==> src/rtl/exu_pkg.sv <==
package exu_pkg;

   // machine word and register file geometry
   localparam int grlen        = 32;
   localparam int rf_addr_bits = 5;
   localparam int rf_depth     = 1 << rf_addr_bits;

   // shift amount comes from the low bits of operand b
   localparam int shamt_bits   = 5;

   typedef logic [grlen-1:0]        word_t;
   typedef logic [rf_addr_bits-1:0] reg_addr_t;

   // link address is the next sequential instruction
   localparam word_t link_offset = word_t'(4);

   typedef enum logic [3:0] {
      alu_add   = 4'd0,
      alu_sub   = 4'd1,
      alu_slt   = 4'd2,
      alu_sltu  = 4'd3,
      alu_and   = 4'd4,
      alu_or    = 4'd5,
      alu_xor   = 4'd6,
      alu_nor   = 4'd7,
      alu_sll   = 4'd8,
      alu_srl   = 4'd9,
      alu_sra   = 4'd10,
      alu_passb = 4'd11
   } alu_op_t;

   typedef enum logic [3:0] {
      bru_none  = 4'd0,
      bru_beq   = 4'd1,
      bru_bne   = 4'd2,
      bru_blt   = 4'd3,
      bru_bge   = 4'd4,
      bru_bltu  = 4'd5,
      bru_bgeu  = 4'd6,
      bru_b     = 4'd7,
      bru_bl    = 4'd8,
      bru_jirl  = 4'd9
   } bru_op_t;

   // one issue slot from decode
   typedef struct packed {
      logic      valid;
      alu_op_t   alu_op;
      word_t     alu_a;
      word_t     alu_b;
      bru_op_t   bru_op;
      word_t     bru_offset;
      word_t     pc;
      reg_addr_t rd;
      logic      wen;
   } exu_issue_t;

   typedef struct packed {
      logic  taken;
      word_t target;
   } br_result_t;

   // one register file write
   typedef struct packed {
      logic      wen;
      reg_addr_t rd;
      word_t     data;
   } wb_t;

endpackage

==> src/rtl/cpu7_exu.sv <==
module cpu7_exu
   import exu_pkg::*;
(
   input  logic       clk,
   input  logic       reset,

   // issue slot from decode
   input  exu_issue_t issue,

   // decode stage register reads
   input  reg_addr_t  rs1_d,
   input  reg_addr_t  rs2_d,
   output word_t      rs1_data_d,
   output word_t      rs2_data_d,

   // redirect to fetch
   output br_result_t br
);

   word_t      alu_res;
   br_result_t bru_res;
   word_t      link_pc;
   wb_t        wb;

   exu_ecl ecl (
      .clk     (clk),
      .reset   (reset),
      .issue   (issue),
      .alu_res (alu_res),
      .bru_res (bru_res),
      .link_pc (link_pc),
      .br      (br),
      .wb      (wb)
   );

   exu_alu alu (
      .alu_op (issue.alu_op),
      .a      (issue.alu_a),
      .b      (issue.alu_b),
      .result (alu_res)
   );

   // compares use the alu operands
   exu_branch bru (
      .bru_op  (issue.bru_op),
      .a       (issue.alu_a),
      .b       (issue.alu_b),
      .pc      (issue.pc),
      .offset  (issue.bru_offset),
      .res     (bru_res),
      .link_pc (link_pc)
   );

   exu_regfile registers (
      .clk    (clk),
      .reset  (reset),
      .wb     (wb),
      .raddr0 (rs1_d),
      .raddr1 (rs2_d),
      .rdata0 (rs1_data_d),
      .rdata1 (rs2_data_d)
   );

endmodule

==> src/rtl/exu_alu.sv <==
module exu_alu
   import exu_pkg::*;
(
   input  alu_op_t alu_op,
   input  word_t   a,
   input  word_t   b,
   output word_t   result
);

   logic [shamt_bits-1:0] shamt;
   word_t                 sum;
   word_t                 diff;
   logic                  lt_signed;
   logic                  lt_unsigned;

   assign shamt       = b[shamt_bits-1:0];
   assign sum         = a + b;
   assign diff        = a - b;
   assign lt_signed   = $signed(a) < $signed(b);
   assign lt_unsigned = a < b;

   always_comb begin
      case (alu_op)
         alu_add: begin
            result = sum;
         end
         alu_sub: begin
            result = diff;
         end
         // compares return 0 or 1
         alu_slt: begin
            result = word_t'(lt_signed);
         end
         alu_sltu: begin
            result = word_t'(lt_unsigned);
         end
         alu_and: begin
            result = a & b;
         end
         alu_or: begin
            result = a | b;
         end
         alu_xor: begin
            result = a ^ b;
         end
         alu_nor: begin
            result = ~(a | b);
         end
         alu_sll: begin
            result = a << shamt;
         end
         alu_srl: begin
            result = a >> shamt;
         end
         // sign fill from bit 31
         alu_sra: begin
            result = word_t'($signed(a) >>> shamt);
         end
         // lui path, immediate already in b
         alu_passb: begin
            result = b;
         end
         default: begin
            result = '0;
         end
      endcase
   end

endmodule

==> src/rtl/exu_branch.sv <==
module exu_branch
   import exu_pkg::*;
(
   input  bru_op_t    bru_op,
   input  word_t      a,
   input  word_t      b,
   input  word_t      pc,
   input  word_t      offset,
   output br_result_t res,
   output word_t      link_pc
);

   logic  eq;
   logic  lt_signed;
   logic  lt_unsigned;
   logic  cond;
   word_t pc_target;
   word_t reg_target;

   assign eq          = a == b;
   assign lt_signed   = $signed(a) < $signed(b);
   assign lt_unsigned = a < b;

   // pc relative for the conditionals, b and bl
   assign pc_target  = pc + offset;
   // jirl jumps relative to the register operand
   assign reg_target = a + offset;

   always_comb begin
      case (bru_op)
         bru_beq: begin
            cond = eq;
         end
         bru_bne: begin
            cond = ~eq;
         end
         bru_blt: begin
            cond = lt_signed;
         end
         bru_bge: begin
            cond = ~lt_signed;
         end
         bru_bltu: begin
            cond = lt_unsigned;
         end
         bru_bgeu: begin
            cond = ~lt_unsigned;
         end
         // unconditional
         bru_b, bru_bl, bru_jirl: begin
            cond = 1'b1;
         end
         default: begin
            cond = 1'b0;
         end
      endcase
   end

   assign res.taken  = cond;
   assign res.target = (bru_op == bru_jirl) ? reg_target : pc_target;
   assign link_pc    = pc + link_offset;

endmodule

==> src/rtl/exu_ecl.sv <==
module exu_ecl
   import exu_pkg::*;
(
   input  logic       clk,
   input  logic       reset,

   input  exu_issue_t issue,

   // results of the E stage datapath
   input  word_t      alu_res,
   input  br_result_t bru_res,
   input  word_t      link_pc,

   output br_result_t br,
   output wb_t        wb
);

   logic      link_sel;
   logic      wen_e;
   word_t     data_e;

   logic      wen_w;
   reg_addr_t rd_w;
   word_t     data_w;

   // redirect only for a live slot
   assign br.taken  = issue.valid & bru_res.taken;
   assign br.target = bru_res.target;

   // bl and jirl write the return address instead of the alu result
   assign link_sel = (issue.bru_op == bru_bl) || (issue.bru_op == bru_jirl);
   assign data_e   = link_sel ? link_pc : alu_res;

   // writes to r0 are dropped here
   assign wen_e = issue.valid & issue.wen & (issue.rd != '0);

   // W stage
   always_ff @(posedge clk) begin
      if (reset) begin
         wen_w <= 1'b0;
      end else begin
         wen_w <= wen_e;
      end
   end

   // payload only moves when a write is coming
   always_ff @(posedge clk) begin
      if (wen_e) begin
         rd_w   <= issue.rd;
         data_w <= data_e;
      end
   end

   assign wb.wen  = wen_w;
   assign wb.rd   = rd_w;
   assign wb.data = data_w;

endmodule

==> src/rtl/exu_regfile.sv <==
module exu_regfile
   import exu_pkg::*;
(
   input  logic      clk,
   input  logic      reset,

   // write port, fed from the W stage
   input  wb_t       wb,

   // decode stage read ports
   input  reg_addr_t raddr0,
   input  reg_addr_t raddr1,
   output word_t     rdata0,
   output word_t     rdata1
);

   word_t regs [rf_depth];

   // entry 0 never sees a write, so it stays zero after reset
   always_ff @(posedge clk) begin
      if (reset) begin
         for (int i = 0; i < rf_depth; i++) begin
            regs[i] <= '0;
         end
      end else if (wb.wen) begin
         regs[wb.rd] <= wb.data;
      end
   end

   // no bypass from W, the new value shows after the write edge
   assign rdata0 = regs[raddr0];
   assign rdata1 = regs[raddr1];

endmodule

==> config.mk <==
export PLATFORM = sky130hd
export DESIGN_NAME = cpu7_exu
export DESIGN_NICKNAME = d
export VERILOG_FILES = /design/src/rtl/exu_pkg.sv /design/src/rtl/cpu7_exu.sv /design/src/rtl/exu_alu.sv /design/src/rtl/exu_branch.sv /design/src/rtl/exu_ecl.sv /design/src/rtl/exu_regfile.sv
export SDC_FILE = /design/constraint.sdc
export NUM_CORES = 2
export LEC_CHECK = 0
export ABC_AREA = 1
export BUFFER_PORTS_ARGS = -buffer_cell sky130_fd_sc_hd__clkbuf_2
export CAP_MARGIN = 20
export CORE_AREA = 2 2 618 374
export CTS_CLUSTER_SIZE = 20
export DETAILED_ROUTE_END_ITERATION = 6
export DIE_AREA = 0 0 620 376
export HOLD_SLACK_MARGIN = 0.02
export PLACE_DENSITY = 0.51
export SLEW_MARGIN = 20
export SYNTH_ARGS = -nofsm -noshare
export SYNTH_HDL_FRONTEND = slang
export SYNTH_SLANG_ARGS = --single-unit
==> constraint.sdc <==
create_clock -name clk -period 5.4 [get_ports clk]
set_clock_uncertainty 0.2 [all_clocks]
set_input_delay 1.08 -clock clk [delete_from_list [all_inputs] [get_ports clk]]
set_output_delay 1.08 -clock clk [all_outputs]
set_load 0.01 [all_outputs]
==> reports/qor.csv <==
stage;metric;value;unit
outcome;status;finished clean;
cells_and_area;nNetsFinal;8968;
clock_network;clk-insertion-delay-late;0.72;ns
yosys;syn_nets;8929;
global_route;gr-total-overflow;0;
route;met1_length;166000;um
yosys;synthTopCellsByCount;nor2_1, o21ai_0, edfxtp_1, nand2_1, nand3_1;
route;wl;383000;um
sta;hold_viol_final;0;
route;vias_per_cell;6.14;
route;topRoutingLayerUsed;met5;
clock_network;clock_path_buffers;3;
yosys;synthFlopType;edfxtp_1;
yosys;syn_area;0.0681;mm2
yosys;synth-adder-area-share;2.59;%
die;dieHeight;376;um
sta;fin_crit_sh;97.9;%
cells_and_area;area_growth;14.4;%
die;dieWidth;620;um
cells_and_area;nFillCells;23700;
yosys;yosys_register_bits;1062;
yosys;synth_compound_area_share;19.2;%
worst_setup_path;slowest_delay;0.44;ns
placement;dp_cells;11600;
sta;fmaxAchievable;189;MHz
placement;dp_hpwl;255000;um
clock_network;cts.htree.levels;3;
global_route;grt_pass1_wl;525000;um
cells_and_area;multi_input_area;0.0318;mm2
sta;post-route-min-period;5.29;ns
clock_network;cts-root-buf;clkbuf_16;
clock_network;clock_sinks;1062;
yosys;yosysTopAreaCell;edfxtp_1;
yosys;synth_top_family_by_area;simple AND/OR/NAND/NOR gates;
yosys;yosysSeqAreaShare;46.8;%
worst_setup_path;crit_fanout;38;
yosys;synth.area.top_cells;edfxtp_1, nor2_1, o21ai_0;
die;start_util;29.9;%
sta;rsz0062_at_grt;false;
die;core;0.228;mm2
worst_setup_path;worstSetupPathType;primary input to output pin;
worst_setup_path;crit_chain;clkbuf_2 -> inv_1 -> nor2_1 -> nand2_1 -> buf_12 -> o21ai_1 -> ha_1 -> inv_1 -> o21bai_1 -> a21oi_1 -> nor2_1 -> nor2_1 -> nand3_1 -> a21oi_1 -> xnor2_1 -> clkbuf_2;
sta;finalSetupViolCount;0;
yosys;netlist_instances;8635;
placement;portBuffers;251;
clock_network;cts_buffers;100;
worst_setup_path;required;4.12;ns
sta;slew_viol_final;0;
yosys;synth-xor-area-share;0.618;%
global_route;grt_usage;31.7;%
sta;finalSetupTns;0;ns
route;wl_per_cell;32.5;um
route;drtIter0Drc;13600;
route;wl_met2;143000;um
power;power.total;22.0;mW
worst_setup_path;end_kind;output pin;
sta;fin_ws;0.112;ns
yosys;avgSynthCellArea;7.88;um2
clock_network;cts_tree;yes;
die;ioPinCount;252;
yosys;synthMuxAreaShare;0;%
route;drc_errors;0;
route;drt_pass1_iterations;7;
cells_and_area;final_util;34.2;%
yosys;yosysWarnings;0;
sta;worst_pin_slew;1.21;ns
power;vdd_ir_drop_max;0.000220;V
yosys;synth_cell_types;52;
power;p_leak;31.5;nW
cells_and_area;drive_gt1_share;11.1;%
placement;place_ws;-0.00567;ns
clock_network;clk_pin_slew_worst_paths;0.06;ns
min_path;hp-class;primary input to flop;
yosys;synth-edff-count;1061;
die;die-area;0.233;mm2
sta;slew_headroom;18.5;%
worst_setup_path;cp_slowest_cell;o21ai_1;
power;power_density;283;mW/mm2
flow_run;cap_violations;0;
yosys;yosysMostFrequentCell;nor2_1;
cells_and_area;regArea;0.0319;mm2
cells_and_area;stdcell_count;11800;
worst_setup_path;worst_ep_arrival_time;4.01;ns
yosys;synthSimpleGateAreaFrac;24.1;%
route;antenna_left;0;
yosys;synthArstFlopShare;0;%
cells_and_area;postLayoutCellArea;0.0779;mm2
route;vias;72500;
yosys;synth.top_cell.area_share;46.8;%
placement;globalplace.congestion;1.08;
placement;placed_area;0.0744;mm2
global_route;grt_pass1_vias;65300;
die;rows;136;
worst_setup_path;timing.critical_path.mode_cell;nor2_1;
sta;holdWs;0.353;ns
route;dr_wl_met3;59800;um
global_route;grt_antenna_before_repair;26;
worst_setup_path;start_kind;primary input;
global_route;grt_max_degree;131;
registers in the layout, indices dropped and copies added, names as in the netlist:
signal / flops
ecl.data_w: 32
registers.regs: 1024
ecl.rd_w: 5
ecl.wen_w: 1
routing by layer:
metal	GRT usage [%]	up-vias
met1	48.0	35400
met5	0	-
met4	10.4	14
li1	-	30300
met2	40.9	5956
met3	10.9	799
cell usage in the layout, fill, tap and decap left out, types with 37 or more instances in the layout:
master	n
a21oi_1	212
a31oi_1	69
a32oi_1	53
buf_12	70
buf_4	354
clkbuf_16	103
clkbuf_2	244
edfxtp_1	1061
ha_1	136
inv_1	346
nand2_1	994
nand2_2	72
nand3_1	562
nand4_1	37
nor2_1	2313
nor3_1	44
o21ai_0	1213
o21ai_1	37
o221ai_1	386
o22ai_1	112
path summary, 6_finish.rpt:
| kind | slack [ns] | start | endpoint | cells after the start |
|---|---|---|---|---|
| max | 0.11 | issue[70] | br[25] | 16 |
| min | 0.35 | reset | ecl.wen_w$_SDFF_PP0_ | 2 |
| max reg2reg | 2.02 | ecl.rd_w[0]$_DFFE_PP_ | registers.regs[25][28]$_SDFFCE_PN0P_ | 6 |
| min reg2reg | 0.67 | ecl.data_w[17]$_DFFE_PP_ | registers.regs[13][17]$_SDFFCE_PN0P_ | 2 |
final cells by class:
type / instances / area share, %
multi-input combinational: 6447 / 40.9
clock inverter: 66 / 0.980
sequential: 1062 / 41.0
timing repair buffer: 678 / 6.98
inverter: 385 / 1.92
antenna: 10 / 0.0321
clock buffer: 117 / 3.35
tap: 3036 / 4.88
critical path, delay by kind of cell:
| family | cells | cell delay [ns] |
|---|---|---|
| adder cells (fa/ha/maj) | 1 | 0.37 |
| AND/OR/NAND/NOR | 5 | 0.86 |
| AO/OA/AOI/OAI | 4 | 0.95 |
| XOR/XNOR | 1 | 0.14 |
| buffers and inverters | 5 | 0.61 |
repair_timing:
action,4_1_cts,5_1_grt
endpoints found under the hold margin,0,0
setup buffers,0,2
cloned,0,0
pin swaps,0,2
resized for setup,1,15
endpoints found under the setup margin,1,10
hold buffers,0,0
power by group:
part / internal [mW] / leakage [nW] / switching [mW]
registers: 9.29 / 11.3 / 0.142
clock network: 4.27 / 1.65 / 3.50
logic: 1.24 / 18.5 / 3.57
kinds of logic (layout without fill, tap and decap cells):
group                    count (synthesis)  in the layout
other                                    0             10
AND/OR/NAND/NOR                       4081           4081
AO/OA/AOI/OAI                         2179           2179
adder cells (fa/ha/maj)                139            139
buffers and inverters                 1126           1246
flip-flops                            1062           1062
XOR/XNOR                                48             48
Note: power is estimated with default switching activity, not from simulation.
